`src/a2_glue_pkg.sv`:
```
//****************************************
// Shared bus, audio and pixel types, plus
// the audio alignment and sync constants
//****************************************

package a2_glue_pkg;

    // One byte on the Apple data bus
    typedef logic [7:0] bus_byte_t;

    // Unsigned audio sample at the output width
    typedef logic [15:0] sample_t;

    // Raw sample from the sound card
    typedef logic [9:0] mb_sample_t;

    // One colour channel
    typedef logic [7:0] channel_t;

    // Full RGB pixel, red in the top byte
    typedef struct packed {
        channel_t r;
        channel_t g;
        channel_t b;
    } pixel_t;

    // Aligns a 10-bit sound-card sample near the top of a sample_t
    localparam int MB_SHIFT = 5;

    // Bit position that the one-bit speaker drives
    localparam int SPEAKER_SHIFT = 13;

    // Flops in each bus timing synchronizer
    localparam int SYNC_STAGES = 2;

endpackage

```
`src/a2_card_glue.sv`:
```
//****************************************
// Card glue top level with switch decode
// and all glue instances
//****************************************

module a2_card_glue #(
    parameter int BLINK_HALF_PERIOD   = 27_000_000,
    parameter bit BUS_DATA_OUT_ENABLE = 1'b1,
    parameter bit IRQ_OUT_ENABLE      = 1'b1,
    parameter bit SCANLINES_ENABLE    = 1'b0,
    parameter bit SPEAKER_ENABLE      = 1'b0
) (
    input  logic                    clk,
    input  logic                    ext_reset,
    input  logic                    phi1_i,
    input  logic                    q3_i,
    input  logic                    a7m_i,
    input  a2_glue_pkg::bus_byte_t  ssc_data_i,
    input  logic                    ssc_rd_i,
    input  logic                    ssc_irq_n_i,
    input  a2_glue_pkg::bus_byte_t  ssp_data_i,
    input  logic                    ssp_rd_i,
    input  logic                    ssp_irq_n_i,
    input  a2_glue_pkg::bus_byte_t  mb_data_i,
    input  logic                    mb_rd_i,
    input  logic                    mb_irq_n_i,
    input  a2_glue_pkg::sample_t    ssp_audio_i,
    input  a2_glue_pkg::mb_sample_t mb_audio_l_i,
    input  a2_glue_pkg::mb_sample_t mb_audio_r_i,
    input  logic                    speaker_i,
    input  a2_glue_pkg::channel_t   pixel_r_i,
    input  a2_glue_pkg::channel_t   pixel_g_i,
    input  a2_glue_pkg::channel_t   pixel_b_i,
    input  logic                    row_lsb_i,
    input  logic [3:0]              dip_switches_n_i,
    output logic                    phi0_o,
    output logic                    phi1_posedge_o,
    output logic                    phi1_negedge_o,
    output logic                    q3_negedge_o,
    output logic                    tick_14m_o,
    output a2_glue_pkg::bus_byte_t  bus_data_o,
    output logic                    bus_d_dir_o,
    output logic                    irq_n_o,
    output a2_glue_pkg::sample_t    audio_l_o,
    output a2_glue_pkg::sample_t    audio_r_o,
    output a2_glue_pkg::channel_t   video_r_o,
    output a2_glue_pkg::channel_t   video_g_o,
    output a2_glue_pkg::channel_t   video_b_o,
    output logic [1:0]              led_o
);

    import a2_glue_pkg::*;

    logic   rst_n;
    logic   scanlines_en;
    logic   speaker_en;
    logic   a7m_posedge;
    logic   a7m_negedge;
    logic   blink;
    pixel_t pixel_in;
    pixel_t pixel_out;

    // Switches are active low; bits 2 and 3 are not used by this glue
    assign scanlines_en = SCANLINES_ENABLE | ~dip_switches_n_i[0];
    assign speaker_en   = SPEAKER_ENABLE | ~dip_switches_n_i[1];

    reset_sync u_reset_sync (
        .clk       (clk),
        .ext_reset (ext_reset),
        .rst_n_o   (rst_n)
    );

    // phi0 is the complement of phi1
    clock_edge_sync u_sync_phi1 (
        .clk       (clk),
        .rst_n_i   (rst_n),
        .async_i   (phi1_i),
        .level_o   (),
        .level_n_o (phi0_o),
        .posedge_o (phi1_posedge_o),
        .negedge_o (phi1_negedge_o)
    );

    clock_edge_sync u_sync_q3 (
        .clk       (clk),
        .rst_n_i   (rst_n),
        .async_i   (q3_i),
        .level_o   (),
        .level_n_o (),
        .posedge_o (),
        .negedge_o (q3_negedge_o)
    );

    clock_edge_sync u_sync_7m (
        .clk       (clk),
        .rst_n_i   (rst_n),
        .async_i   (a7m_i),
        .level_o   (),
        .level_n_o (),
        .posedge_o (a7m_posedge),
        .negedge_o (a7m_negedge)
    );

    // Both 7M edges give the 14M tick
    assign tick_14m_o = a7m_posedge | a7m_negedge;

    card_bus_merge #(
        .BUS_DATA_OUT_ENABLE (BUS_DATA_OUT_ENABLE),
        .IRQ_OUT_ENABLE      (IRQ_OUT_ENABLE)
    ) u_card_bus_merge (
        .clk         (clk),
        .rst_n_i     (rst_n),
        .ssc_data_i  (ssc_data_i),
        .ssc_rd_i    (ssc_rd_i),
        .ssc_irq_n_i (ssc_irq_n_i),
        .ssp_data_i  (ssp_data_i),
        .ssp_rd_i    (ssp_rd_i),
        .ssp_irq_n_i (ssp_irq_n_i),
        .mb_data_i   (mb_data_i),
        .mb_rd_i     (mb_rd_i),
        .mb_irq_n_i  (mb_irq_n_i),
        .bus_data_o  (bus_data_o),
        .bus_d_dir_o (bus_d_dir_o),
        .irq_n_o     (irq_n_o)
    );

    audio_mixer u_audio_mixer (
        .clk          (clk),
        .rst_n_i      (rst_n),
        .ssp_audio_i  (ssp_audio_i),
        .mb_audio_l_i (mb_audio_l_i),
        .mb_audio_r_i (mb_audio_r_i),
        .speaker_i    (speaker_i),
        .speaker_en_i (speaker_en),
        .audio_l_o    (audio_l_o),
        .audio_r_o    (audio_r_o)
    );

    assign pixel_in = '{r: pixel_r_i, g: pixel_g_i, b: pixel_b_i};

    scanline_dimmer u_scanline_dimmer (
        .clk       (clk),
        .rst_n_i   (rst_n),
        .pixel_i   (pixel_in),
        .row_lsb_i (row_lsb_i),
        .dim_en_i  (scanlines_en),
        .pixel_o   (pixel_out)
    );

    assign video_r_o = pixel_out.r;
    assign video_g_o = pixel_out.g;
    assign video_b_o = pixel_out.b;

    heartbeat_led #(
        .BLINK_HALF_PERIOD (BLINK_HALF_PERIOD)
    ) u_heartbeat_led (
        .clk     (clk),
        .rst_n_i (rst_n),
        .blink_o (blink)
    );

    // LED 1 lights once the logic is out of reset
    assign led_o[0] = ~blink;
    assign led_o[1] = rst_n;

endmodule

```
`src/audio_mixer.sv`:
```
//****************************************
// Weighted sum of card and speaker audio
//****************************************

module audio_mixer (
    input  logic                    clk,
    input  logic                    rst_n_i,
    input  a2_glue_pkg::sample_t    ssp_audio_i,
    input  a2_glue_pkg::mb_sample_t mb_audio_l_i,
    input  a2_glue_pkg::mb_sample_t mb_audio_r_i,
    input  logic                    speaker_i,
    input  logic                    speaker_en_i,
    output a2_glue_pkg::sample_t    audio_l_o,
    output a2_glue_pkg::sample_t    audio_r_o
);

    import a2_glue_pkg::*;

    sample_t mb_l_term;
    sample_t mb_r_term;
    sample_t spk_term;
    sample_t audio_l_q;
    sample_t audio_r_q;

    // Scale each source into the 16-bit output range
    always_comb begin
        mb_l_term = sample_t'(mb_audio_l_i) << MB_SHIFT;
        mb_r_term = sample_t'(mb_audio_r_i) << MB_SHIFT;
        spk_term  = sample_t'(speaker_i && speaker_en_i) << SPEAKER_SHIFT;
    end

    // Sprite audio is mono and feeds both channels; sums wrap at 16 bits
    always_ff @(posedge clk or negedge rst_n_i) begin
        if (!rst_n_i) begin
            audio_l_q <= '0;
            audio_r_q <= '0;
        end else begin
            audio_l_q <= ssp_audio_i + mb_l_term + spk_term;
            audio_r_q <= ssp_audio_i + mb_r_term + spk_term;
        end
    end

    assign audio_l_o = audio_l_q;
    assign audio_r_o = audio_r_q;

endmodule

```
`src/card_bus_merge.sv`:
```
//****************************************
// Card data priority select, bus direction
// and interrupt combine
//****************************************

module card_bus_merge #(
    parameter bit BUS_DATA_OUT_ENABLE = 1'b1,
    parameter bit IRQ_OUT_ENABLE      = 1'b1
) (
    input  logic                  clk,
    input  logic                  rst_n_i,
    input  a2_glue_pkg::bus_byte_t ssc_data_i,
    input  logic                  ssc_rd_i,
    input  logic                  ssc_irq_n_i,
    input  a2_glue_pkg::bus_byte_t ssp_data_i,
    input  logic                  ssp_rd_i,
    input  logic                  ssp_irq_n_i,
    input  a2_glue_pkg::bus_byte_t mb_data_i,
    input  logic                  mb_rd_i,
    input  logic                  mb_irq_n_i,
    output a2_glue_pkg::bus_byte_t bus_data_o,
    output logic                  bus_d_dir_o,
    output logic                  irq_n_o
);

    import a2_glue_pkg::*;

    bus_byte_t data_sel;
    bus_byte_t data_q;
    logic      any_rd;
    logic      dir_q;
    logic      irq_n_q;

    // Serial card wins, then sprite, then sound card
    always_comb begin
        if (ssc_rd_i) begin
            data_sel = ssc_data_i;
        end else if (ssp_rd_i) begin
            data_sel = ssp_data_i;
        end else if (mb_rd_i) begin
            data_sel = mb_data_i;
        end else begin
            data_sel = '0;
        end
    end

    assign any_rd = ssc_rd_i || ssp_rd_i || mb_rd_i;

    always_ff @(posedge clk) begin
        data_q <= data_sel;
    end

    always_ff @(posedge clk or negedge rst_n_i) begin
        if (!rst_n_i) begin
            dir_q   <= 1'b0;
            irq_n_q <= 1'b1;
        end else begin
            dir_q <= any_rd && BUS_DATA_OUT_ENABLE;
            // Interrupt lines are active low, so any card pulls the output low
            if (IRQ_OUT_ENABLE) begin
                irq_n_q <= ssc_irq_n_i && ssp_irq_n_i && mb_irq_n_i;
            end else begin
                irq_n_q <= 1'b1;
            end
        end
    end

    assign bus_data_o  = data_q;
    assign bus_d_dir_o = dir_q;
    assign irq_n_o     = irq_n_q;

    a_no_drive_when_disabled : assert property (
        @(posedge clk) disable iff (!rst_n_i)
        !BUS_DATA_OUT_ENABLE |-> !bus_d_dir_o
    );

endmodule

```
`src/clock_edge_sync.sv`:
```
//****************************************
// Bus timing synchronizer with glitch
// filter and edge pulses
//****************************************

module clock_edge_sync (
    input  logic clk,
    input  logic rst_n_i,
    input  logic async_i,
    output logic level_o,
    output logic level_n_o,
    output logic posedge_o,
    output logic negedge_o
);

    import a2_glue_pkg::*;

    logic [SYNC_STAGES-1:0] sync_q;
    logic                   level_q;
    logic                   posedge_q;
    logic                   negedge_q;
    logic                   sample;
    logic                   settled;

    // New samples enter at bit 0 and age toward the top bit
    always_ff @(posedge clk or negedge rst_n_i) begin
        if (!rst_n_i) begin
            sync_q <= '0;
        end else begin
            sync_q <= {sync_q[SYNC_STAGES-2:0], async_i};
        end
    end

    // Two newest synchronized samples must agree before the level moves
    assign sample  = sync_q[SYNC_STAGES-2];
    assign settled = (sync_q[SYNC_STAGES-1] == sync_q[SYNC_STAGES-2]);

    always_ff @(posedge clk or negedge rst_n_i) begin
        if (!rst_n_i) begin
            level_q   <= 1'b0;
            posedge_q <= 1'b0;
            negedge_q <= 1'b0;
        end else begin
            if (settled && (sample != level_q)) begin
                level_q <= sample;
            end
            // Pulses line up with the first cycle of the new level
            posedge_q <= settled && sample && !level_q;
            negedge_q <= settled && !sample && level_q;
        end
    end

    assign level_o   = level_q;
    assign level_n_o = ~level_q;
    assign posedge_o = posedge_q;
    assign negedge_o = negedge_q;

    a_edges_exclusive : assert property (
        @(posedge clk) disable iff (!rst_n_i)
        !(posedge_o && negedge_o)
    );

endmodule

```
`src/heartbeat_led.sv`:
```
//****************************************
// Status LED blink counter
//****************************************

module heartbeat_led #(
    parameter int BLINK_HALF_PERIOD = 27_000_000
) (
    input  logic clk,
    input  logic rst_n_i,
    output logic blink_o
);

    localparam int CNT_W = (BLINK_HALF_PERIOD > 1) ? $clog2(BLINK_HALF_PERIOD) : 1;

    logic [CNT_W-1:0] cnt_q;
    logic             blink_q;

    // Starts high so the inverted LED is dark during reset
    always_ff @(posedge clk or negedge rst_n_i) begin
        if (!rst_n_i) begin
            cnt_q   <= '0;
            blink_q <= 1'b1;
        end else if (cnt_q == CNT_W'(BLINK_HALF_PERIOD - 1)) begin
            cnt_q   <= '0;
            blink_q <= ~blink_q;
        end else begin
            cnt_q <= cnt_q + 1'b1;
        end
    end

    assign blink_o = blink_q;

endmodule

```
`src/reset_sync.sv`:
```
//****************************************
// Reset release stretcher
//****************************************

module reset_sync (
    input  logic clk,
    input  logic ext_reset,
    output logic rst_n_o
);

    logic [3:0] release_cnt_q;

    // Count up to all ones after the external release, then hold
    always_ff @(posedge clk or negedge ext_reset) begin
        if (!ext_reset) begin
            release_cnt_q <= 4'd0;
        end else if (!rst_n_o) begin
            release_cnt_q <= release_cnt_q + 4'd1;
        end
    end

    // All ones is the released state
    assign rst_n_o = &release_cnt_q;

    // Once released, the internal reset stays released until ext_reset drops
    a_no_early_reassert : assert property (
        @(posedge clk) disable iff (!ext_reset)
        rst_n_o |=> rst_n_o
    );

endmodule

```
`src/scanline_dimmer.sv`:
```
//****************************************
// Pixel stage that darkens odd rows
//****************************************

module scanline_dimmer (
    input  logic                clk,
    input  logic                rst_n_i,
    input  a2_glue_pkg::pixel_t pixel_i,
    input  logic                row_lsb_i,
    input  logic                dim_en_i,
    output a2_glue_pkg::pixel_t pixel_o
);

    import a2_glue_pkg::*;

    pixel_t pixel_q;
    logic   dim_row;

    // Odd rows only, for the CRT scanline look
    assign dim_row = dim_en_i && row_lsb_i;

    always_ff @(posedge clk or negedge rst_n_i) begin
        if (!rst_n_i) begin
            pixel_q <= '0;
        end else if (dim_row) begin
            pixel_q.r <= pixel_i.r >> 1;
            pixel_q.g <= pixel_i.g >> 1;
            pixel_q.b <= pixel_i.b >> 1;
        end else begin
            pixel_q <= pixel_i;
        end
    end

    assign pixel_o = pixel_q;

endmodule

```
`config.mk`:
```
export PLATFORM = sky130hd
export DESIGN_NAME = a2_card_glue
export DESIGN_NICKNAME = d
export VERILOG_FILES = /design/src/a2_glue_pkg.sv /design/src/a2_card_glue.sv /design/src/audio_mixer.sv /design/src/card_bus_merge.sv /design/src/clock_edge_sync.sv /design/src/heartbeat_led.sv /design/src/reset_sync.sv /design/src/scanline_dimmer.sv
export SDC_FILE = /design/constraint.sdc
export NUM_CORES = 1
export LEC_CHECK = 0
export ABC_AREA = 1
export BUFFER_PORTS_ARGS = -buffer_cell sky130_fd_sc_hd__buf_4
export CORE_MARGIN = 5
export CORE_UTILIZATION = 55
export DETAILED_ROUTE_END_ITERATION = 7
export PLACE_DENSITY = 0.86
export SYNTH_ARGS = -nofsm -noshare
export SYNTH_HDL_FRONTEND = slang
export SYNTH_SLANG_ARGS = --single-unit
```
`constraint.sdc`:
```
create_clock -name clk -period 9.45 [get_ports clk]
set_clock_uncertainty 0.1 [all_clocks]
set_input_delay 0.4725 -clock clk [delete_from_list [all_inputs] [get_ports clk]]
set_output_delay 0.4725 -clock clk [all_outputs]
set_load 0.02 [all_outputs]
```
Word level (Yosys, flattened, before mapping)
Cells that the tools add are included.
- input bits: 101
- register bits: 110
- output and inout bits: 73
- memory bits (read-only): 0
- latch bits: 0
- memory bits (writable): 0
- logic and storage cells: 70
- memories kept: 0
- equal/unequal tests: 7
- multiply operators: 0
- add/sub/neg operators: 6
- bitwise logic cells: 5
- reductions and logical operators: 25
- shifts and indexed selects: 0
- div/mod/pow operators: 0
- mux-type cells: 5
- magnitude comparators: 0
- operators with widths (kind ; count):
    $add A16 B14 Y16 ; 2
    $add A16 B15 Y16 ; 2
    $add A25 B1 Y25 const B ; 1
    $eq A25 B25 Y1 const B ; 1
    $mux W25 ; 1
    $mux W24 ; 1
    $mux W8 ; 3
    $logic_and A1 B1 Y1 ; 17
    $logic_not A1 Y1 ; 5
    $add A4 B1 Y4 const B ; 1
    $not A1 Y1 ; 4
    $reduce_and A4 Y1 ; 1
    $eq A1 B1 Y1 ; 3
    $ne A1 B1 Y1 ; 3
    $logic_or A1 B1 Y1 ; 2
    $or A1 B1 Y1 ; 1

Logic depth before layout (Yosys ltp)
- depth in word-level cells: 3
- depth in mapped cells: 12
- depth with buffers taken out: 12

Hierarchy
Synthesis repeated with hierarchy kept, for this count alone.
- cells, all modules: 681
- area, all modules: 5667.9 um^2
- modules (own cells, without submodules) (module ; cells an instance ; area an instance (um^2) ; instances ; sequential area each (um^2)):
    audio_mixer ; 219 ; 1916.8 ; 1 ; 675.6
    heartbeat_led ; 225 ; 1564.0 ; 1 ; 651.9
    scanline_dimmer ; 101 ; 948.4 ; 1 ; 600.6
    clock_edge_sync ; 18 ; 191.4 ; 3 ; 125.1
    card_bus_merge ; 49 ; 430.4 ; 1 ; 211.5
    reset_sync ; 26 ; 203.9 ; 1 ; 100.1
    a2_card_glue ; 7 ; 30.0 ; 1 ; 0.0

Least setup slack after synthesis
No wires, ideal clock.
- path kind: reg2out
- start: reg u_reset_sync.release_cnt_q[0]
- end: out led_o[1]
- cell stages (with the launch flop): 5
- path slack: 3.390 ns
- data required time: 8.877 ns
- arrival time: 5.488 ns
- path through: dfrtp_1 -> ha_1 -> nand2_1 -> nor2_1 -> buf_4
- word-level cells in the longest chain between the ends: 1
- ends and longest elaborated chain (what ; line ; RTL):
    start: declaration ; reset_sync.sv:11 ; logic [3:0] release_cnt_q;
    start signal: assignment ; reset_sync.sv:18 ; release_cnt_q <= release_cnt_q + 4'd1;
    $reduce_and A4 Y1 ; reset_sync.sv:23 ; assign rst_n_o = &release_cnt_q;
    end: declaration ; a2_card_glue.sv:49 ; output logic [1:0] led_o
Every way passes these cells.

Worst setup path after layout
- start: reg u_reset_sync.release_cnt_q[0]
- end: reg u_reset_sync.release_cnt_q[1]
- word-level cells in the longest chain between the ends: 1
- elaborated cells between the ends (all ways): 2
- ends and longest elaborated chain (what ; line):
    $add A4 B1 Y4 / $reduce_and A4 Y1 (equally long branches) ; reset_sync.sv:18, reset_sync.sv:23
Several ways; a longest one is shown, not always the timed one.
A chain may end at the register's enable or synchronous reset.

==> impl_results.md <==
* R2R setup slack at 7.05 ns
* Die Ht at 109 um
* Most used cell along the critical path: nand2_1
* Routability cong. at 0.936
* PnR Total Power at 1.01 mW
* CP startpoint: u_reset_sync.release_cnt_q[0]
* Adder-cell share of the synthesized area at 11.6%
* Critical path arrival at 2.58 ns
* Setup WS pre-CTS at 6.95 ns
* Ys async rst share at 92.4%
* Post-synth EDFFs at 0
* Post-Synthesis Cells at 623
* Cell-internal power at 701 uW
* Synth warn at 0
* Setup crit end: u_reset_sync.release_cnt_q[1]
* CP endpoint kind: register
* Mapped Nets at 771
* Setup Crit Path Kind: register to register
* Total setup buffers inserted after CTS at 0
* Antenna Nets Post-Route at 0
* Worst Tran Pin Value at 0.717 ns
* Layout cells sized above 1 at 25.3%
* Clk root buf: clkbuf_8
* Max Fclk at 417 MHz
* Setup_tns at 0 ns
* GR Overflow Total at 0
* Row count at 36
* Largest family of logic cells by synthesized area: simple AND/OR/NAND/NOR gates
* CP startpoint kind: register
* Die W at 109 um
* CTS tree: done
* # fillers at 746
* First-pass GRT wire length at 21,300 um
* Post-Syn Area per Cell at 8.58 um^2
* Synth Area in Compound Gates at 5.15%
* Psw at 312 uW
* Post-detailed-route wirelength per cell at 13.7 um
* Ordered cell list for the critical path: ha_1 -> nand2_1 -> nor2_4 -> buf_4 -> buf_4 -> inv_1 -> nand2_1 -> nand2_1
* Slowest cell on crit path: buf_4
* Hold crit path type: input port to register
* Clock latency on the worst-skew pair at 0.38 ns
* Setup ws final at 7.05 ns
* Worst Reg2Reg Path Length in Cells at 8
* Final Hold Fails at 0
* Worst r2r src: u_reset_sync.release_cnt_q[0]
* Starting Density at 55.5%
* # DRC at 0
* Post-synthesis register bit count at 105
* Design area at 6930 um^2
* Synth top cells by count: 178 x nand2_1, 95 x dfrtp_1, 79 x inv_1
* Count leader, synth: nand2_1
* Largest net degree at the start of global routing at 58
* Switching share of power at 30.8%
* Status: finished clean
* H-tree depth at 3
* Worst path depth at 8
* Crit path time final at 2.40 ns
* Util after Layout at 71.9%
* Distinct cells, synth at 31
* Via/cell ratio at 4.91
* Clock sinks at 105
* CP top delay family: buffers and inverters
* Number of setup violations in the final report at 0
* Port Buffers at 171
* Total GRT Usage at 22.9%
* Setup repair after global routing missed its margin: no
* Required @ worst endpoint at 9.63 ns
* CTS buffer count at 9
* Clock Pin Slew Worst Setup and Hold Paths at 0.10 ns
* Top cells by area, synth: dfrtp_1 44%, nand2_1 12%, ha_1 10%
* Die footprint at 11,800 um^2
* Worst path bufs/invs at 3
* Ys flop type: dfrtp_1
* Comb power frac at 25.1%
* Area Overhead vs Synth at 29.7%
* Leakage at 3.64 nW
* Initial antenna violation count at 0
* Vias in the first global route at 4,583
* DP Area at 6750 um^2
* Max Cap Viol at 0
* Worst VDD drop at 0.0905 mV
* Largest stage delay, worst path at 0.66 ns
* Seq/Total Area, Yosys at 48.4%
* Routed WL at 12,800 um
* Clock network power share at 25.2%
* Sequential power share at 49.7%
* Top fanout value on the critical path at 57
* Initial DRC Count at 246
* Simple-gate share of the synthesized area at 23.1%
* Yosys top cell by area: dfrtp_1
* Top-area cell type share of the netlist area at 44.5%
* Slew HR at 52.2%
* Core area at 9640 um^2
* Post-synthesis mux area share at 0%
* Xor/xnor cell area share of the yosys netlist at 4.75%
* First-pass DRT Iterations at 4
* Max clock buf depth at 2
* PD cells at 146 nW/um^2
* Final period util at 25.4%
* Hpwl dp at 10,400 um
* Slew Limit Fails at 0
* Vias at 4,590
* Io pins at 174
* RR Endpoint: u_reset_sync.release_cnt_q[1]
* Cell Area, Synth at 5350 um^2
* Final nets at 944
* Ant diodes at 0
## worst register-to-register path: cells and delay by family (launching register included)
family | cells | cell delay (ns)
adders and majority gates | 1 | 0.20
buffers and inverters | 3 | 1.25
DFF | 1 | 0.40
and+or+nand+nor | 4 | 0.37
## power by group through the flow
stage	Combinational, mW	Clock, mW	Sequential (mW)
floorplan	0.0885	0	0.557
global placement	0.248	0	0.511
detailed placement	0.254	0	0.512
CTS	0.256	0.263	0.504
global route	0.278	0.280	0.508
finish	0.254	0.256	0.503
## cells in the final DEF, fill, tap and decap left out, types with 4 or more instances in the layout
| master | netlist | final |
|---|---|---|
| ha_1 | 43 | 43 |
| buf_4 | 6 | 174 |
| nor2_2 | 4 | 4 |
| nand3_1 | 27 | 27 |
| nor3_1 | 5 | 5 |
| xnor2_1 | 11 | 11 |
| a22oi_1 | 8 | 8 |
| o21ai_0 | 24 | 24 |
| nand4_1 | 5 | 5 |
| nand2_1 | 178 | 178 |
| dfxtp_1 | 8 | 8 |
| fa_1 | 4 | 4 |
| dfrtp_1 | 95 | 95 |
| inv_1 | 79 | 79 |
| nor2_1 | 73 | 72 |
| xor2_1 | 18 | 18 |
| a21oi_1 | 13 | 13 |
| clkbuf_8 | 0 | 9 |
## metrics by stage
stage	hold slack (ns)	cells
finish	0.0963	934
global placement	0.169	917
detailed placement	0.172	917
floorplan	0.0769	623
CTS	0.0777	934
global route	0.0710	934
## worst min path at each step
stage / startpoint / end / slack [ns] / depth (start not counted)
2_1_floorplan: ext_reset / u_reset_sync.release_cnt_q[0] / 0.08 / 0
3_3_place_gp: ext_reset / u_reset_sync.release_cnt_q[0] / 0.17 / 1
3_5_place_dp: ext_reset / u_reset_sync.release_cnt_q[0] / 0.17 / 1
4_1_cts: q3_i / u_sync_q3.sync_q[0] / 0.08 / 1
5_1_grt: q3_i / u_sync_q3.sync_q[0] / 0.07 / 1
6_report: ssp_audio_i[0] / u_audio_mixer.audio_r_o[0] / 0.1 / 1
## sequential cells by signal, summed over array words and instances (netlist names), 2 cells and up
signal / cells
u_audio_mixer.audio_l_o: 11
u_audio_mixer.audio_r_o: 16
u_card_bus_merge.bus_data_o: 8
u_heartbeat_led.cnt_q: 25
u_reset_sync.release_cnt_q: 4
u_scanline_dimmer.pixel_o: 24
u_sync_7m.sync_q: 2
u_sync_phi1.sync_q: 2
u_sync_q3.sync_q: 2
## routing by layer
layer	vias to the layer above	track usage [%]	wire, um
li1	2289	-	-
met3	24	3.10	638
met4	0	8.75	317
met2	140	39.2	6630
met1	2137	29.3	5220
met5	-	0	0
## final cells by class
cell class | count | area, um^2 | share of cell area (%)
sequential | 105 | 2590 | 37.4
clock buffer | 9 | 124 | 1.79
tap | 133 | 166 | 2.40
clock inverter | 7 | 52.6 | 0.758
timing repair buffer | 175 | 1320 | 19.0
multi-input combinational | 426 | 2390 | 34.4
inverter | 79 | 297 | 4.28
## kinds of logic (layout without fill, tap and decap cells)
kind of cell,Yosys count,count (layout)
buffers and inverters,92,270
adder cells (fa/ha/maj),47,47
flip-flops,105,105
AO/OA/AOI/OAI,49,49
AND/OR/NAND/NOR,301,301
XOR/XNOR,29,29
## repair_timing
action | in CTS | in global routing
gates resized for setup | 0 | 0
hold endpoints to repair | 4 | 0
hold buffers | 1 | 0
Note: power is estimated with default switching activity, not from simulation.
